File: config.mk
export PLATFORM = sky130hd
export DESIGN_NAME = loss_holdoff
export DESIGN_NICKNAME = d
export VERILOG_FILES = /design/src/design/loss_holdoff.sv
export SDC_FILE = /design/constraint.sdc
export NUM_CORES = 1
export LEC_CHECK = 0
export BUFFER_PORTS_ARGS = -buffer_cell sky130_fd_sc_hd__buf_2
export CORE_ASPECT_RATIO = 0.9
export CORE_MARGIN = 2
export CORE_UTILIZATION = 35
export CTS_CLUSTER_SIZE = 16
export DETAILED_ROUTE_END_ITERATION = 8
export PLACE_DENSITY_LB_ADDON = 0.25
export SETUP_SLACK_MARGIN = 0.2
export SYNTH_ARGS = -nofsm -noshare
export SYNTH_HDL_FRONTEND = slang
export SYNTH_SLANG_ARGS = --single-unit
File: constraint.sdc
create_clock -name clk -period 2 [get_ports clk]
set_input_delay 0 -clock clk [delete_from_list [all_inputs] [get_ports clk]]
set_output_delay 0 -clock clk [all_outputs]
set_load 0.03 [all_outputs]
File: src/design/loss_holdoff.sv
// Loss detector: one pulse per line event, then a holdoff before the next
`timescale 1ns/100ps
`default_nettype none

module loss_holdoff #(
    parameter int HOLDOFF_CYCLES = 10_000_000
) (
    input  logic clk,
    input  logic i_rst,
    input  logic i_ena,
    input  logic i_event,
    output logic o_loss
);

    localparam int CNT_W = $clog2(HOLDOFF_CYCLES + 1);

    logic             holdoff;
    logic [CNT_W-1:0] hold_cnt;

    // Keeps the host from being flooded while the line stays bad
    always_ff @(posedge clk) begin
        if (i_rst || !i_ena) begin
            o_loss   <= 1'b0;
            holdoff  <= 1'b0;
            hold_cnt <= '0;
        end else begin
            // Pulse is one cycle even when the event persists
            o_loss <= i_event && !holdoff && !o_loss;

            if (o_loss) begin
                holdoff <= 1'b1;
            end else if (holdoff && (hold_cnt == CNT_W'(HOLDOFF_CYCLES - 1))) begin
                holdoff <= 1'b0;
            end

            if (holdoff && (hold_cnt != CNT_W'(HOLDOFF_CYCLES - 1))) begin
                hold_cnt <= hold_cnt + 1'b1;
            end else begin
                hold_cnt <= '0;
            end
        end
    end

endmodule

`default_nettype wire

==> flow_summary.ini <==
[flow_run]
drv.max_cap_violation_count = 0

[timing]
finalSetupTns_ns = 0
finalMaxSlewViolations = 0
timing_worst_slew_pin_value_ns = 0.386
hold_viol_final = 0
finClkSkew_ns = 0.00622
final.min_clock_period_ns = 1.75
grt_setup_unrepaired = yes
finalCritPeriodShare = 0.877
fmax_ghz = 0.570
max-slew-margin-rel = 0.740
setup_viol = 0

[placement]
placedCellCount = 182
detailed_place.area_um2 = 1280
place.detailed.hpwl_um = 1770
globalplace.congestion = 0.820
portBuffers = 4

[floorplan]
die_width_um = 65.0
row_count = 19
boundary_pins = 5
fp.dieArea_um2 = 3830
chipHeight_um = 58.9
start_util = 0.376
core_area_um2 = 3110

[clock_tree]
clk_transition_reported_paths_ns = 0.09
cts_inserted_buffers = 3
clock_sink_count = 26
clock_insertion_delay_worst_skew_ns = 0.27
root_buffer = sky130_fd_sc_hd__clkbuf_8
tritoncts = built
htree_num_levels = 1
clockBufferDepth = 2

[drt]
drc_violations_left = 0
ant_nets = 0
drt-initial-drc-count = 43
post_drt_wl_per_cell_um = 13.5
detail_route.vias_per_cell = 5.30
drt_wl_total_um = 2630
firstDrtPassIters = 4
routed_vias = 1029

[power]
power.share.combinational = 0.014
p_int_mw = 0.691
peakVddDrop_v = 0.000376
flop_pwr_share = 0.593
power.leakage_nw = 0.440
swShare = 0.197
clockPowerShare = 0.393
switchingPower_mw = 0.170
power_density_nw_per_um2 = 572

[grt]
gr-usage-all-layers = 0.146
globalRoute.totalOverflow = 0
grt_pass1_vias = 959
grt_pass1_wl_um = 4190
grt_start_max_net_pins = 15
antenna_violations_before_repair = 0

[cells_and_area]
leading_cell_type_in_the_layout_fill_and_taps_excluded = sky130_fd_sc_hd__nor2_1
area_delta_synth_final_pct = 28.6
layout.cells.most_common_list = sky130_fd_sc_hd__nor2_1, sky130_fd_sc_hd__dfxtp_1, sky130_fd_sc_hd__xnor2_1
final_cell_count_no_fill = 194
final_nets = 158
antennaDiodeCount = 0
final_layout_size_suffix_gt1_frac = 0.309
finalInstanceArea_um2 = 1510

[synthesis]
ys_warn_count = 0
syn-cell-area_um2 = 1170
synth.net_count = 141
post_synth_inst_count = 136
seq_area_frac_synth = 0.444
synth_seq_cells = 26
synthesis.area_per_instance_um2 = 8.61
yosys.cell_types.count = 25

[setup_path]
startpoint_type = register
criticalPathCategory = reg2reg
critical_path_arrival_ns = 1.97
cp_max_fo = 5
r2r_setup_slack_ns = 0.25
worstSetupEndpointType = register
cp_data_required_time_ns = 2.21

[run_status]
outcome = finished clean

[hold_path]
hold_path_class = in2reg
## kinds of logic (layout without fill, tap and decap cells)
| group | after synthesis | count (layout) | synth area share |
|---|---|---|---|
| fa+ha+maj | 1 | 1 | 0.0107 |
| compound gates | 21 | 21 | 0.108 |
| simple gates | 68 | 69 | 0.315 |
| flops | 26 | 26 | 0.444 |
| buf+inv | 8 | 23 | 0.0320 |
| xor+xnor | 12 | 12 | 0.0897 |
## flip-flops by register name, indices dropped and copies added (netlist names)
| signal | count |
|---|---|
| hold_cnt | 24 |
| holdoff | 1 |
| o_loss | 1 |
## metal layers
layer | track usage | vias up | part of all wire
met1 | 0.175 | 484 | 0.47
met2 | 0.250 | 18 | 0.48
met5 | 0 | - | 0
met3 | 0.0402 | 5 | 0.038
met4 | 0.0547 | 0 | 0.012
li1 | - | 522 | -
## per-stage QoR
stage	utilization	hold WS (ns)	power [mW]	worst slack, ns
2_1_floorplan	-	0.146	0.537	0.203
3_3_place_gp	0.413	0.226	0.541	0.161
3_5_place_dp	0.413	0.236	0.541	0.118
4_1_cts	0.443	0.0381	0.879	0.170
5_1_grt	0.484	0.0686	0.893	0.165
6_report	0.484	0.0436	0.861	0.246
## area by class of cell
cell class | instances | area, um2
multi-input cells | 103 | 717
flip-flops and latches | 26 | 554
clock buffers | 4 | 55.1
repair buffers | 15 | 113
inverters | 4 | 15.0
fillers | 293 | 1610
well taps | 42 | 52.6
## repair_timing
| item | 4_1_cts | 5_1_grt |
|---|---|---|
| hold buffers | 1 | 0 |
| setup endpoints to repair | 19 | 21 |
| gates cloned | 0 | 1 |
| endpoints found under the hold margin | 1 | 0 |
| setup buffers | 2 | 4 |
| pin swaps | 2 | 2 |
| gates resized for setup | 4 | 24 |
## critical path, stage by stage (launching register included)
cell	delay, ns
sky130_fd_sc_hd__dfxtp_2	0.39
sky130_fd_sc_hd__nand3_4	0.10
sky130_fd_sc_hd__or4_4	0.58
sky130_fd_sc_hd__or4_1	0.49
sky130_fd_sc_hd__a21oi_1	0.14
## worst paths after layout
kind / start / endpoint / depth (start not counted)
worst max-delay path: hold_cnt[10] / hold_cnt[23] / 4
worst min-delay path: i_rst / holdoff / 4
worst max register to register: hold_cnt[10] / hold_cnt[23] / 4
worst min register to register: hold_cnt[0] / hold_cnt[0] / 1
## Yosys cell counts, drive strengths merged
library cell	instances	share of area
nand2	10	0.032
or3	7	0.040
buf	1	0.0096
nor3	3	0.013
a21oi	10	0.043
o21ai	6	0.026
or4	7	0.049
nand4	5	0.040
o31ai	4	0.026
xnor2	10	0.075
nor2b	1	0.0053
and3	2	0.011
clkbuf	3	0.0096
ha	1	0.011
o311ai	1	0.014
dfxtp	26	0.44
xor2	2	0.015
nor4	4	0.021
nand3	11	0.047
nor2	18	0.058
inv	4	0.013
## power by group through the flow
stage | Clock (mW) | Sequential [mW] | Combinational (mW)
3_3_place_gp | 0 | 0.531 | 0.0103
2_1_floorplan | 0 | 0.532 | 0.00489
5_1_grt | 0.368 | 0.511 | 0.0137
4_1_cts | 0.350 | 0.517 | 0.0122
3_5_place_dp | 0 | 0.531 | 0.0107
6_report | 0.339 | 0.510 | 0.0124
Note: power is estimated with default switching activity, not from simulation.
