File: src/design/rx_link_pkg.sv
// Receive link constants: line symbols, frame head flag and parser state codes
`default_nettype none

package rx_link_pkg;

    // Width of one word on the serial lane
    localparam int LINE_W = 16;

    ////////////////////////////////////////
    // Line symbols
    ////////////////////////////////////////

    // Sync word is {D5_6, K28_5}, only the low K flag set
    localparam logic [7:0] K28_5 = 8'hBC;
    localparam logic [7:0] D5_6  = 8'hC5;

    // Start of frame is {K28_2, K27_7}, both K flags set
    localparam logic [7:0] K27_7 = 8'hFB;
    localparam logic [7:0] K28_2 = 8'h5C;

    // Two head words that follow the start of frame
    localparam logic [31:0] FRAME_HEAD_FLAG = 32'hEB90_E116;

    // All ones with both K flags means the far end lost the link
    localparam logic [LINE_W-1:0] LINK_DOWN_WORD = 16'hFFFF;

    ////////////////////////////////////////
    // Parser states
    ////////////////////////////////////////

    localparam logic [3:0] ST_IDLE  = 4'd0;
    localparam logic [3:0] ST_SYNC  = 4'd1;
    localparam logic [3:0] ST_HEAD  = 4'd2;
    localparam logic [3:0] ST_TYPE  = 4'd3;
    localparam logic [3:0] ST_LINE  = 4'd4;
    localparam logic [3:0] ST_LEN   = 4'd5;
    localparam logic [3:0] ST_DATA  = 4'd6;
    localparam logic [3:0] ST_CHECK = 4'd7;
    localparam logic [3:0] ST_END1  = 4'd8;
    localparam logic [3:0] ST_END2  = 4'd9;

endpackage

`default_nettype wire

File: src/design/rx_frame_if.sv
// Payload word, length and frame end strobes from the parser to its consumers
`timescale 1ns/100ps
`default_nettype none

interface rx_frame_if
    import rx_link_pkg::*;
();

    // Plain strobes, every consumer takes each one as it comes
    logic              word_valid;
    logic [LINE_W-1:0] word;
    logic              len_valid;
    logic [LINE_W-1:0] frame_length;
    logic              frame_end;

    modport src  (output word_valid, word, len_valid, frame_length, frame_end);

    modport pack (input word_valid, word, frame_end);

    modport cmd  (input len_valid, frame_length, frame_end);

endinterface

`default_nettype wire

File: src/design/dma_cmd_gen.sv
// DMA write command: rounded byte count, request until ack, running write address
`timescale 1ns/100ps
`default_nettype none

module dma_cmd_gen
    import rx_link_pkg::*;
#(
    parameter int ADDR_WIDTH = 32,
    parameter int DLEN_WIDTH = 16
) (
    input  logic                             clk,
    input  logic                             i_rst,
    rx_frame_if.cmd                          frame,
    input  logic                             i_rx_start,
    input  logic [ADDR_WIDTH-1:0]            i_rx_base_addr,
    input  logic                             i_wr_cmd_ack,
    output logic                             o_wr_cmd_req,
    output logic [ADDR_WIDTH+DLEN_WIDTH-1:0] o_wr_cmd_data
);

    logic [LINE_W:0]       len_up;
    logic [DLEN_WIDTH-1:0] round_len;
    logic [DLEN_WIDTH-1:0] wr_bbt;
    logic [ADDR_WIDTH-1:0] wr_addr;

    // DDR writes go in 8-byte units, so round the byte count up
    assign len_up    = {1'b0, frame.frame_length} + (LINE_W+1)'(7);
    assign round_len = DLEN_WIDTH'({len_up[LINE_W:3], 3'b000});

    always_ff @(posedge clk) begin
        if (frame.len_valid) begin
            wr_bbt <= round_len;
        end
    end

    always_ff @(posedge clk) begin
        if (i_rst) begin
            o_wr_cmd_req <= 1'b0;
        end else if (frame.len_valid) begin
            o_wr_cmd_req <= 1'b1;
        end else if (i_wr_cmd_ack) begin
            o_wr_cmd_req <= 1'b0;
        end
    end

    // Next frame lands right after this one
    always_ff @(posedge clk) begin
        if (i_rst) begin
            wr_addr <= '0;
        end else if (i_rx_start) begin
            wr_addr <= i_rx_base_addr;
        end else if (frame.frame_end) begin
            wr_addr <= wr_addr + ADDR_WIDTH'(wr_bbt);
        end
    end

    assign o_wr_cmd_data = {wr_addr, wr_bbt};

endmodule

`default_nettype wire

File: src/flat_wrapper.sv
// flat-port wrapper written by rule: the top's interface ports become plain ports
module dma_cmd_gen_flat import rx_link_pkg::*;
#(
    parameter int ADDR_WIDTH = 32,
    parameter int DLEN_WIDTH = 16
)
  (clk, i_rst, i_rx_start, i_rx_base_addr, i_wr_cmd_ack, o_wr_cmd_req, o_wr_cmd_data, frame_len_valid, frame_frame_length, frame_frame_end);
  rx_frame_if frame_i ();
  input  logic clk;
  input  logic i_rst;
  input  logic i_rx_start;
  input  logic [ADDR_WIDTH-1:0] i_rx_base_addr;
  input  logic i_wr_cmd_ack;
  output logic o_wr_cmd_req;
  output logic [ADDR_WIDTH+DLEN_WIDTH-1:0] o_wr_cmd_data;
  input wire logic [$bits(frame_i.len_valid)-1:0] frame_len_valid;
  input wire logic [$bits(frame_i.frame_length)-1:0] frame_frame_length;
  input wire logic [$bits(frame_i.frame_end)-1:0] frame_frame_end;
  assign frame_i.len_valid = frame_len_valid;
  assign frame_i.frame_length = frame_frame_length;
  assign frame_i.frame_end = frame_frame_end;
  dma_cmd_gen #(.ADDR_WIDTH(ADDR_WIDTH), .DLEN_WIDTH(DLEN_WIDTH)) u_core (.clk(clk), .i_rst(i_rst), .frame(frame_i), .i_rx_start(i_rx_start), .i_rx_base_addr(i_rx_base_addr), .i_wr_cmd_ack(i_wr_cmd_ack), .o_wr_cmd_req(o_wr_cmd_req), .o_wr_cmd_data(o_wr_cmd_data));
endmodule
File: config.mk
export PLATFORM = sky130hd
export DESIGN_NAME = dma_cmd_gen_flat
export DESIGN_NICKNAME = d
export VERILOG_FILES = /design/src/design/rx_link_pkg.sv /design/src/design/rx_frame_if.sv /design/src/design/dma_cmd_gen.sv /design/src/flat_wrapper.sv
export SDC_FILE = /design/constraint.sdc
export NUM_CORES = 1
export LEC_CHECK = 0
export ABC_CLOCK_PERIOD_IN_PS = 5490
export BUFFER_PORTS_ARGS = -buffer_cell sky130_fd_sc_hd__buf_4
export CELL_PAD_IN_SITES_DETAIL_PLACEMENT = 0
export CELL_PAD_IN_SITES_GLOBAL_PLACEMENT = 1
export CORE_MARGIN = 2
export CORE_UTILIZATION = 39
export CTS_CLUSTER_SIZE = 20
export DETAILED_ROUTE_END_ITERATION = 16
export PLACE_DENSITY_LB_ADDON = 0.1
export SLEW_MARGIN = 10
export SYNTH_ARGS = -nofsm -noshare
export SYNTH_HDL_FRONTEND = slang
export SYNTH_SLANG_ARGS = --single-unit
File: constraint.sdc
create_clock -name clk -period 5.49 [get_ports clk]
set_clock_uncertainty 0.1 [all_clocks]
set_input_delay 0.2745 -clock clk [delete_from_list [all_inputs] [get_ports clk]]
set_output_delay 0.2745 -clock clk [all_outputs]
set_load 0.01 [all_outputs]
==> results.md <==
- Residual DRC: 0
- Clk root buf: clkbuf_8
- Async set-reset flop share out of synthesis: 0
- Max Slew Vio Count: 0
- Largest fanout on the critical path: 13
- Cells after Synth: around 310
- WP depth: 7
- Reg2reg end: u_core.wr_addr[30]$_SDFFE_PP0N_
- Hold EP: u_core.wr_addr[9]$_SDFFE_PP0N_
- Crit path cell chain: ha_1, a21o_1, a31oi_1, a21oi_2, o211ai_2, o21ai_0, a311oi_2
- FF-to-FF path depth: 7
- Worst path required time: 5.62 ns
- Top cells by area, synth: dfxtp_1, edfxtp_1, ha_1, nor2_1, xnor2_1
- Reg2reg start: u_core.wr_bbt[7]$_DFFE_PP_
- Setup crit end kind: flip-flop
- Avg Cell Area, Syn: 9.08 sq um
- Via Count: between 2k and 3k
- I/O Pins: just over 100
- CTS Sinks: 46
- Status: complete, no violations
- Setup TNS: 0 ns
- GPL Wtd Cong: slightly below 0.8
- Placed instance count: 488
- Wire length on met3: between 400 and 500 microns
- CTS H-Tree Depth: 2
- Final setup fails: 0
- Via-per-instance ratio: 5.32
- Slowest CP cell: o211ai_2
- Port-buffer cells: between 90 and 100
- Synth warnings: 0
- Startpoint Class: flip-flop
- Rows: 30
- Synth area leader: dfxtp_1
- 1st-pass router iterations: 4
- Largest net degree at the start of global routing: 38
- Worst path max stage delay: roughly 0.46 ns
- Die area: 0.00781 sq mm
- Crit-path leading delay family: compound AO/OA/AOI/OAI gates
- Area Overhead vs Synth: 32.6%
- Post-DP HPWL: between 5 and 6 mm
- Max VDD drop: 148 uV
- Core area: around 0.0068 sq mm
- CTS tree: built
- Leakage: about 1.6 nW
- Met2 wire len: roughly 3.5 mm
- Cell Area, Synth: about 0.0028 sq mm
- Chip Height: 88.4 microns
- Number of inserted diodes: 0
- Final std cells w/o fill: 496
- Cts repair resizes: 0
- Hold-fix buffers, CTS: 0
- DRT antenna net count: 0
- Gr usage total: 0.198
- Share of layout cells above drive strength 1: 0.295
- Clk_lat worst skew: 0.30 ns
- Hold_ws: between 0.08 and 0.09 ns
- Number of global-route vias before repair: around 2.5k
- Clk pin slew, worst setup/hold paths: about 0.10 ns
- Achievable clock frequency: slightly below 400 MHz
- Fin crit share: 0.468
- 1st-iter DRT viols: ~110
- Nets@finish: about 470
- Grt total ovfl: 0
- Tmin final: around 2.6 ns
- Hold-critical path depth: 2
- Fin. Hold Viols: 0
- Top FF cell, synth: dfxtp_1
- WP buf/inv: 0
- Power per cell area: around 250 mW/mm^2
- Post-synth EDFFs: 13
- Crit Path Class: reg2reg
- Post-synthesis sequential area ratio: 0.378
- Hold WC Path Type: in2reg
- RSZ-0062 raised after global routing: no
- Synth top area share: 0.238
- Crit path DAT: 2.70 ns
- Starting density of the core: 0.407
- Hold_sp: i_rx_base_addr[9]
- Highest Signal Layer: met4
- Post-DR wirelength/cell: 15.0 microns
- Antenna violations before repair: 0
- Drt total wl: roughly 7.4 mm
- Max_cap viols: 0
- Total design power: between 0.0009 and 0.001 W
- Seq cells post-synth: 46
- Max Root-Sink Buffers: 2
- Met1 WL: ~3.4 mm
- Die W: ~90 microns
- Setup repair bufs after CTS: 0
- Num CTS Buffers: 5
- Flop2flop setup slack: between 2 and 3 ns
- Netlist cell types: 53
- First-pass GRT wire length: ~12 mm
-- cells in the mapped netlist (5+ instances only) --
cell and n:
a21o_1 7, xnor2_1 14, ha_1 13, edfxtp_1 13, mux2i_1 7, o211ai_1 7
xor2_1 12, nand4_1 5, nor2_1 34, nor3_1 7, a211oi_1 10, or3_1 9
clkbuf_1 8, a31oi_1 7, nand2_1 21, dfxtp_1 33, nand3_1 11, a21oi_1 16
a311oi_1 7, o21ai_0 15
-- kinds of logic after synthesis --
group	Yosys count	synth area share
adder cells (fa/ha/maj)	14	0.0658
XOR/XNOR	26	0.0820
buffers and inverters	20	0.0342
multiplexers	7	0.0252
AND/OR/NAND/NOR	102	0.180
flip-flops	46	0.378
other	1	0.00135
AO/OA/AOI/OAI	90	0.233
-- placed cells by master (no fill, tap or decap), types with 3 or more instances in the layout --
cell type | Yosys | routed
a21o_1 | 7 | 7
nand2b_1 | 3 | 3
clkbuf_8 | 0 | 5
a21oi_1 | 16 | 16
conb_1 | 1 | 3
ha_1 | 13 | 13
dfxtp_1 | 33 | 33
o21ai_0 | 15 | 15
inv_1 | 3 | 3
nor3_1 | 7 | 7
a31oi_1 | 7 | 7
nand4_1 | 5 | 5
a211oi_1 | 10 | 10
or4_1 | 3 | 3
a311oi_1 | 7 | 7
xnor2_1 | 14 | 14
o31ai_1 | 3 | 3
nand2_1 | 21 | 21
xor2_1 | 12 | 12
or3_1 | 9 | 9
o211ai_1 | 7 | 7
edfxtp_1 | 13 | 13
buf_4 | 3 | 100
mux2i_1 | 7 | 7
nor2_1 | 34 | 34
nand3_1 | 11 | 11
-- registers in the layout, indices dropped and copies added (netlist names) --
| signal | count |
|---|---|
| u_core.wr_addr | 32 |
| u_core.o_wr_cmd_req | 1 |
| u_core.wr_bbt | 13 |
-- where the power goes --
part           internal (W)  switching [W]
registers          0.000379      0.0000259
clock network      0.000118       0.000124
logic              0.000127       0.000133
total              0.000624       0.000282
-- layout make-up --
class                   count  area, sq um
clock buffers               6         93.8
clock inverters             2         13.8
fillers                   689         3150
inverters                   4         15.0
multi-input cells         242         1640
flip-flops and latches     46         1050
well taps                  96          120
repair buffers            100          751
-- how the worst max path moves through the flow --
stage | end | from | slack, ns
floorplan | u_core.wr_addr[21]$_SDFFE_PP0N_ | u_core.wr_bbt[12]$_DFFE_PP_ | 3.16
global placement | u_core.wr_addr[30]$_SDFFE_PP0N_ | u_core.wr_bbt[7]$_DFFE_PP_ | 3.02
detailed placement | u_core.wr_addr[30]$_SDFFE_PP0N_ | u_core.wr_bbt[7]$_DFFE_PP_ | 2.94
CTS | u_core.wr_addr[22]$_SDFFE_PP0N_ | u_core.wr_bbt[7]$_DFFE_PP_ | 2.92
global route | u_core.wr_addr[22]$_SDFFE_PP0N_ | u_core.wr_bbt[7]$_DFFE_PP_ | 2.63
finish | u_core.wr_addr[30]$_SDFFE_PP0N_ | u_core.wr_bbt[7]$_DFFE_PP_ | 2.92
-- metrics by stage --
step	setup WS [ns]	util	area (sq um)
after detailed placement	2.94	0.523	3580
after floorplan	3.16	-	2790
after CTS	2.92	0.539	3680
after global routing	2.63	0.539	3680
after global placement	3.02	0.523	3580
final	2.92	0.539	3680
-- routing by layer --
metal,GRT usage,vias to the layer above
met4,0.0510,0
met5,0,-
li1,-,1333
met1,0.261,1231
met2,0.327,69
met3,0.0466,5
No activity file was read; power rests on OpenSTA's default activity.
