<file path="config.mk">
export PLATFORM = sky130hd
export DESIGN_NAME = rx_frame_parser_flat
export DESIGN_NICKNAME = d
export VERILOG_FILES = /design/src/design/rx_link_pkg.sv /design/src/design/rx_frame_if.sv /design/src/design/rx_frame_parser.sv /design/src/flat_wrapper.sv
export SDC_FILE = /design/constraint.sdc
export NUM_CORES = 1
export LEC_CHECK = 0
export ABC_AREA = 1
export BUFFER_PORTS_ARGS = -buffer_cell sky130_fd_sc_hd__buf_2
export CORE_UTILIZATION = 37
export DETAILED_ROUTE_END_ITERATION = 7
export PLACE_DENSITY = 0.56
export SETUP_SLACK_MARGIN = 0.2
export SLEW_MARGIN = 20
export SYNTH_ARGS = -nofsm -noshare
export SYNTH_HDL_FRONTEND = slang
export SYNTH_SLANG_ARGS = --single-unit
</file>
<file path="constraint.sdc">
create_clock -name clk -period 2.1 [get_ports clk]
set_input_delay 0.525 -clock clk [delete_from_list [all_inputs] [get_ports clk]]
set_output_delay 0.525 -clock clk [all_outputs]
set_load 0.02 [all_outputs]
</file>
<file path="src/design/rx_link_pkg.sv">
// Receive link constants: line symbols, frame head flag and parser state codes
`default_nettype none

package rx_link_pkg;

    // Width of one word on the serial lane
    localparam int LINE_W = 16;

    ////////////////////////////////////////
    // Line symbols
    ////////////////////////////////////////

    // Sync word is {D5_6, K28_5}, only the low K flag set
    localparam logic [7:0] K28_5 = 8'hBC;
    localparam logic [7:0] D5_6  = 8'hC5;

    // Start of frame is {K28_2, K27_7}, both K flags set
    localparam logic [7:0] K27_7 = 8'hFB;
    localparam logic [7:0] K28_2 = 8'h5C;

    // Two head words that follow the start of frame
    localparam logic [31:0] FRAME_HEAD_FLAG = 32'hEB90_E116;

    // All ones with both K flags means the far end lost the link
    localparam logic [LINE_W-1:0] LINK_DOWN_WORD = 16'hFFFF;

    ////////////////////////////////////////
    // Parser states
    ////////////////////////////////////////

    localparam logic [3:0] ST_IDLE  = 4'd0;
    localparam logic [3:0] ST_SYNC  = 4'd1;
    localparam logic [3:0] ST_HEAD  = 4'd2;
    localparam logic [3:0] ST_TYPE  = 4'd3;
    localparam logic [3:0] ST_LINE  = 4'd4;
    localparam logic [3:0] ST_LEN   = 4'd5;
    localparam logic [3:0] ST_DATA  = 4'd6;
    localparam logic [3:0] ST_CHECK = 4'd7;
    localparam logic [3:0] ST_END1  = 4'd8;
    localparam logic [3:0] ST_END2  = 4'd9;

endpackage

`default_nettype wire

</file>
<file path="src/design/rx_frame_if.sv">
// Payload word, length and frame end strobes from the parser to its consumers
`timescale 1ns/100ps
`default_nettype none

interface rx_frame_if
    import rx_link_pkg::*;
();

    // Plain strobes, every consumer takes each one as it comes
    logic              word_valid;
    logic [LINE_W-1:0] word;
    logic              len_valid;
    logic [LINE_W-1:0] frame_length;
    logic              frame_end;

    modport src  (output word_valid, word, len_valid, frame_length, frame_end);

    modport pack (input word_valid, word, frame_end);

    modport cmd  (input len_valid, frame_length, frame_end);

endinterface

`default_nettype wire

</file>
<file path="src/design/rx_frame_parser.sv">
// Frame parser: sync and head search, header capture, checksum and line event flags
`timescale 1ns/100ps
`default_nettype none

module rx_frame_parser
    import rx_link_pkg::*;
(
    input  logic              clk,
    input  logic              i_rst,
    input  logic              i_rkmsb,
    input  logic              i_rklsb,
    input  logic [LINE_W-1:0] i_rxd,
    rx_frame_if.src           frame,
    output logic [3:0]        o_rx_data_type,
    output logic [1:0]        o_rx_channel_id,
    output logic              o_rx_file_end_flag,
    output logic [23:0]       o_rx_frame_num,
    output logic              o_rx_checksum_flag,
    output logic              o_link_down_evt,
    output logic              o_sync_err_evt
);

    logic [3:0]        cs;
    logic [3:0]        ns;
    logic [LINE_W-1:0] rxd_d;
    logic [LINE_W-2:0] data_cnt;
    logic [LINE_W-1:0] len_q;
    logic [LINE_W-1:0] checksum;
    logic              in_frame;

    // Header fields as they arrive, published at the checksum word
    logic              hdr_file_end;
    logic [1:0]        hdr_channel;
    logic [3:0]        hdr_type;
    logic [23:0]       hdr_num;

    ////////////////////////////////////////
    // Frame FSM
    ////////////////////////////////////////

    always_ff @(posedge clk) begin
        if (i_rst) begin
            cs <= ST_IDLE;
        end else begin
            cs <= ns;
        end
    end

    always_comb begin
        ns = cs;
        case (cs)
            ST_IDLE: begin
                if (!i_rkmsb && i_rklsb && (i_rxd == {D5_6, K28_5})) begin
                    ns = ST_SYNC;
                end
            end
            ST_SYNC: begin
                if (i_rkmsb && i_rklsb && (i_rxd == {K28_2, K27_7})) begin
                    ns = ST_HEAD;
                end
            end
            // Head flag spans the previous and the current word
            ST_HEAD: begin
                if ({rxd_d, i_rxd} == FRAME_HEAD_FLAG) begin
                    ns = ST_TYPE;
                end
            end
            ST_TYPE:  ns = ST_LINE;
            ST_LINE:  ns = ST_LEN;
            ST_LEN:   ns = ST_DATA;
            // Length is in bytes, two bytes per word
            ST_DATA: begin
                if (data_cnt == len_q[LINE_W-1:1] - 1'b1) begin
                    ns = ST_CHECK;
                end
            end
            ST_CHECK: ns = ST_END1;
            ST_END1:  ns = ST_END2;
            default:  ns = ST_IDLE;
        endcase
    end

    // Delayed word, also the payload word seen by the packer
    always_ff @(posedge clk) begin
        rxd_d <= i_rxd;
    end

    assign frame.word = rxd_d;
    assign frame.frame_length = len_q;

    ////////////////////////////////////////
    // Strobes, length and word count
    ////////////////////////////////////////

    always_ff @(posedge clk) begin
        if (i_rst) begin
            frame.word_valid <= 1'b0;
            frame.len_valid  <= 1'b0;
            frame.frame_end  <= 1'b0;
            len_q            <= '0;
            data_cnt         <= '0;
        end else begin
            frame.word_valid <= (cs == ST_DATA);
            frame.len_valid  <= (cs == ST_LEN);
            frame.frame_end  <= (cs == ST_CHECK);
            if (cs == ST_LEN) begin
                len_q <= i_rxd;
            end
            if (cs == ST_DATA) begin
                data_cnt <= data_cnt + 1'b1;
            end else begin
                data_cnt <= '0;
            end
        end
    end

    // Sum covers type, line, length and payload words
    always_ff @(posedge clk) begin
        if (i_rst) begin
            checksum           <= '0;
            o_rx_checksum_flag <= 1'b0;
        end else begin
            case (cs)
                ST_TYPE, ST_LINE, ST_LEN, ST_DATA: begin
                    checksum <= checksum + i_rxd;
                end
                ST_CHECK: begin
                    o_rx_checksum_flag <= (checksum != i_rxd);
                end
                default: begin
                    checksum <= '0;
                end
            endcase
        end
    end

    ////////////////////////////////////////
    // Header fields
    ////////////////////////////////////////

    always_ff @(posedge clk) begin
        if (cs == ST_TYPE) begin
            hdr_file_end   <= i_rxd[14];
            hdr_channel    <= i_rxd[13:12];
            hdr_type       <= i_rxd[11:8];
            hdr_num[23:16] <= i_rxd[7:0];
        end
        if (cs == ST_LINE) begin
            hdr_num[15:0] <= i_rxd;
        end
    end

    always_ff @(posedge clk) begin
        if (i_rst) begin
            o_rx_file_end_flag <= 1'b0;
            o_rx_channel_id    <= '0;
            o_rx_data_type     <= '0;
            o_rx_frame_num     <= '0;
        end else if (cs == ST_CHECK) begin
            o_rx_file_end_flag <= hdr_file_end;
            o_rx_channel_id    <= hdr_channel;
            o_rx_data_type     <= hdr_type;
            o_rx_frame_num     <= hdr_num;
        end
    end

    // Line events, registered by the loss detectors
    assign in_frame = (cs >= ST_TYPE) && (cs <= ST_CHECK);
    assign o_link_down_evt = i_rkmsb && i_rklsb && (i_rxd == LINK_DOWN_WORD);
    assign o_sync_err_evt = (i_rkmsb || i_rklsb) && in_frame;

endmodule

`default_nettype wire

</file>
<file path="src/flat_wrapper.sv">
// flat-port wrapper written by rule: the top's interface ports become plain ports
module rx_frame_parser_flat import rx_link_pkg::*;
  (clk, i_rst, i_rkmsb, i_rklsb, i_rxd, o_rx_data_type, o_rx_channel_id, o_rx_file_end_flag, o_rx_frame_num, o_rx_checksum_flag, o_link_down_evt, o_sync_err_evt, frame_word_valid, frame_word, frame_len_valid, frame_frame_length, frame_frame_end);
  rx_frame_if frame_i ();
  input  logic clk;
  input  logic i_rst;
  input  logic i_rkmsb;
  input  logic i_rklsb;
  input  logic [LINE_W-1:0] i_rxd;
  output logic [3:0] o_rx_data_type;
  output logic [1:0] o_rx_channel_id;
  output logic o_rx_file_end_flag;
  output logic [23:0] o_rx_frame_num;
  output logic o_rx_checksum_flag;
  output logic o_link_down_evt;
  output logic o_sync_err_evt;
  output wire logic [$bits(frame_i.word_valid)-1:0] frame_word_valid;
  output wire logic [$bits(frame_i.word)-1:0] frame_word;
  output wire logic [$bits(frame_i.len_valid)-1:0] frame_len_valid;
  output wire logic [$bits(frame_i.frame_length)-1:0] frame_frame_length;
  output wire logic [$bits(frame_i.frame_end)-1:0] frame_frame_end;
  assign frame_word_valid = frame_i.word_valid;
  assign frame_word = frame_i.word;
  assign frame_len_valid = frame_i.len_valid;
  assign frame_frame_length = frame_i.frame_length;
  assign frame_frame_end = frame_i.frame_end;
  rx_frame_parser u_core (.clk(clk), .i_rst(i_rst), .i_rkmsb(i_rkmsb), .i_rklsb(i_rklsb), .i_rxd(i_rxd), .frame(frame_i), .o_rx_data_type(o_rx_data_type), .o_rx_channel_id(o_rx_channel_id), .o_rx_file_end_flag(o_rx_file_end_flag), .o_rx_frame_num(o_rx_frame_num), .o_rx_checksum_flag(o_rx_checksum_flag), .o_link_down_evt(o_link_down_evt), .o_sync_err_evt(o_sync_err_evt));
endmodule
</file>
==> results.md <==
* Status: finished clean
* RSZ-0062 raised after global routing: yes
* Req. time, crit path at 1570 ps
* GRT Total Usage at 0.212
* Setup slack, reg-to-reg at 260 ps
* FF-to-FF Start: u_core.checksum[1]$_SDFFE_PP0N_
* Skew final at 7.65 ps
* Buffers and inverters on the worst path at 5
* Hold_sp: i_rxd[4]
* Synthesized flop and latch total at 133
* ANT nets after route at 0
* Placer Congestion at 0.870
* CTS Buf Count at 17
* Initial antenna violation count at 0
* Ant. Diodes at 0
* Inst Count DP at 1082
* Initial Util at 0.379
* Layout cells sized above 1 at 0.286
* Skew-Pair Late Insertion Delay at 420 ps
* Hold-critical path depth at 1
* Number of synthesized flops with an enable pin at 31
* Layout area overhead at 33.8%
* Clock root buffer: clkbuf_16
* CTS clk-pin slew, worst paths at 50 ps
* RR Endpoint: u_core.checksum[5]$_SDFFE_PP0N_
* Die H at 129 um
* Cell area after synthesis at 6000 um2
* Warnings from Yosys at 0
* CTS tree: yes
* Fin util at 0.507
* Setup CP Type: in2out
* Most frequent cells in the layout: nor2_1 (125), nand2_1 (118), dfxtp_1 (95), buf_2 (78), buf_4 (62)
* Top cell by count, worst path: buf_4
* Site Rows at 46
* CP max FO at 2
* Post-synthesis sequential area ratio at 0.496
* Via density at 4.86
* Fin area at 8020 um2
* Arrival @ worst endpoint at 1380 ps
* Post-synthesis async set-or-reset flop share at 0
* Worst Tran Pin Value at 466 ps
* Wirelength per Cell at 15.1 um
* Fillers at 1510
* Die Area at 16700 um2
* Largest net degree at the start of global routing at 33
* Most common cell after layout, fill and taps aside: nor2_1
* HPWL after DPL at 11900 um
* Final count of hold timing violations at 0
* Slew HR at 0.689
* Core area at 15800 um2
* Worst ir drop on vdd at 0.000631 V
* Port bufs at 88
* Hold crit path type: in2reg
* Placed instance area at 7030 um2
* CP max-delay cell: a221oi_2
* Hold Slack at 236 ps
* Fin crit period at 1900 ps
* Hold-fix buffers at CTS at 0
* Cell family with most CP delay: buffers and inverters
* Crit end category: output pin
* Clock Sink Count at 133
* Cells after synthesis at 746
* Hold EP: u_core.frame.word[4]$_DFF_P_
* Max frequency at 526 MHz
* Top FF cell, synth: dfxtp_1
* Global-route wire length before repair at 26500 um
* Max Slew Vio Count at 0
* Nets@finish at 936
* Max_cap viols at 0
* Leak at 3.68 nW
* CTS H-tree lvls at 4
* Crit path depth at 6
* Reg2Reg Depth at 8
* Routed wire length at 17000 um
* GR Overflow Total at 0
* Setup-failing EPs final at 0
* Period utilisation layout at 0.906
* Finished Layout Cells at 1127
* CP peak stage delay at 250 ps
* Vias at 5476
* Drt pass-1 iters at 5
* Worst path cell trace: buf_2, inv_1, buf_4, a221oi_2, buf_4, buf_6
* CP Launch Type: input pin
* Netlist cell types at 50
* DRC Markers at 0
* Syn avg cell area at 8.04 um2
* Die Width at 129 um
* Clock Path Buffers at 2
* IO Pins at 89
* Initial drt markers at 442
* Number of global-route vias before repair at 5132
* Syn nets at 784
* Pwr dens at 822 nW/um2
==> worst register-to-register path: stages, from the launching register on <==
cell and delay (ps):
dfxtp_1 400, ha_1 270, nand3_1 90, nand3_1 100, nand2_2 100, a31oi_4 120, buf_4 160, or2_2 260
a32o_1 220
==> sequential cells by signal (all words and copies together) (netlist names), 4 cells and up <==
signal and flops:
u_core.frame.frame_length 16, u_core.hdr_num 24, u_core.o_rx_frame_num 24, u_core.hdr_type 4, u_core.o_rx_data_type 4, u_core.data_cnt 15, u_core.frame.word 16, u_core.checksum 16
u_core.cs 4
==> layout make-up <==
cell class,instances,area [um2],share of cell area
clock buffers,18,429,0.0535
clock inverters,14,184,0.0229
inverters,77,292,0.0363
multi-input cells,518,2850,0.355
flip-flops and latches,133,2990,0.373
well taps,216,270,0.0337
repair buffers,151,1000,0.125
==> report_power, final <==
part / internal (mW) / total, mW / switching (mW)
clock: 1.98 / 3.10 / 1.13
sequential: 2.70 / 2.75 / 0.0452
combinational: 0.299 / 0.743 / 0.444
total: 4.98 / 6.59 / 1.61
==> cell usage after synthesis, drive strengths merged (5+ instances only) <==
cell / number / area share
nor2: 141 / 0.097
nand4: 8 / 0.0094
a21oi: 41 / 0.035
dfxtp: 102 / 0.34
or2: 9 / 0.0094
a32o: 5 / 0.0083
nand3: 43 / 0.038
clkbuf: 15 / 0.0094
ha: 17 / 0.035
nor4: 9 / 0.010
inv: 75 / 0.047
edfxtp: 31 / 0.16
xor2: 7 / 0.010
o21ai: 71 / 0.060
nor3: 13 / 0.015
nand2: 130 / 0.082
==> metal layers <==
layer	wire, um	up-vias	track usage
met3	984	21	0.0512
met1	7660	2507	0.271
li1	-	2790	-
met5	0	-	0
met2	8140	158	0.354
met4	209	0	0.0657
==> worst max path at each step <==
stage	startpoint	end	slack (ps)
after detailed placement	i_rxd[0]	u_core.checksum[12]$_SDFFE_PP0N_	-110
after CTS	u_core.cs[3]$_SDFFE_PP0P_	o_sync_err_evt	190
after floorplan	i_rxd[0]	u_core.checksum[12]$_SDFFE_PP0N_	170
after global placement	i_rxd[0]	u_core.checksum[12]$_SDFFE_PP0N_	-80
final	i_rkmsb	o_sync_err_evt	200
after global routing	u_core.frame.frame_length[2]$_SDFFE_PP0P_	u_core.cs[1]$_SDFFE_PP0P_	90
==> through the flow <==
| stage | setup WS, ps | total power [mW] | setup TNS (ps) |
|---|---|---|---|
| finish | 198 | 6.59 | 0 |
| detailed placement | -109 | 3.42 | -469 |
| global route | 91.0 | 6.82 | 0 |
| global placement | -80.6 | 3.42 | -235 |
| floorplan | 167 | 3.15 | 0 |
| CTS | 188 | 6.60 | 0 |
==> what timing repair did <==
action / 4_1_cts / 5_1_grt
pin swaps: 7 / 15
resized for setup: 56 / 22
setup endpoints to repair: 4 / 14
setup buffers: 9 / 4
==> kinds of logic (layout without fill, tap and decap cells) <==
family / count (synthesis) / count (layout) / share of synthesized area
AND/OR/NAND/NOR: 359 / 359 / 0.269
flip-flops: 133 / 133 / 0.496
AO/OA/AOI/OAI: 131 / 131 / 0.122
buffers and inverters: 95 / 260 / 0.0599
adder cells (fa/ha/maj): 18 / 18 / 0.0388
XOR/XNOR: 10 / 10 / 0.0146
(Power assumes the default switching activity.)
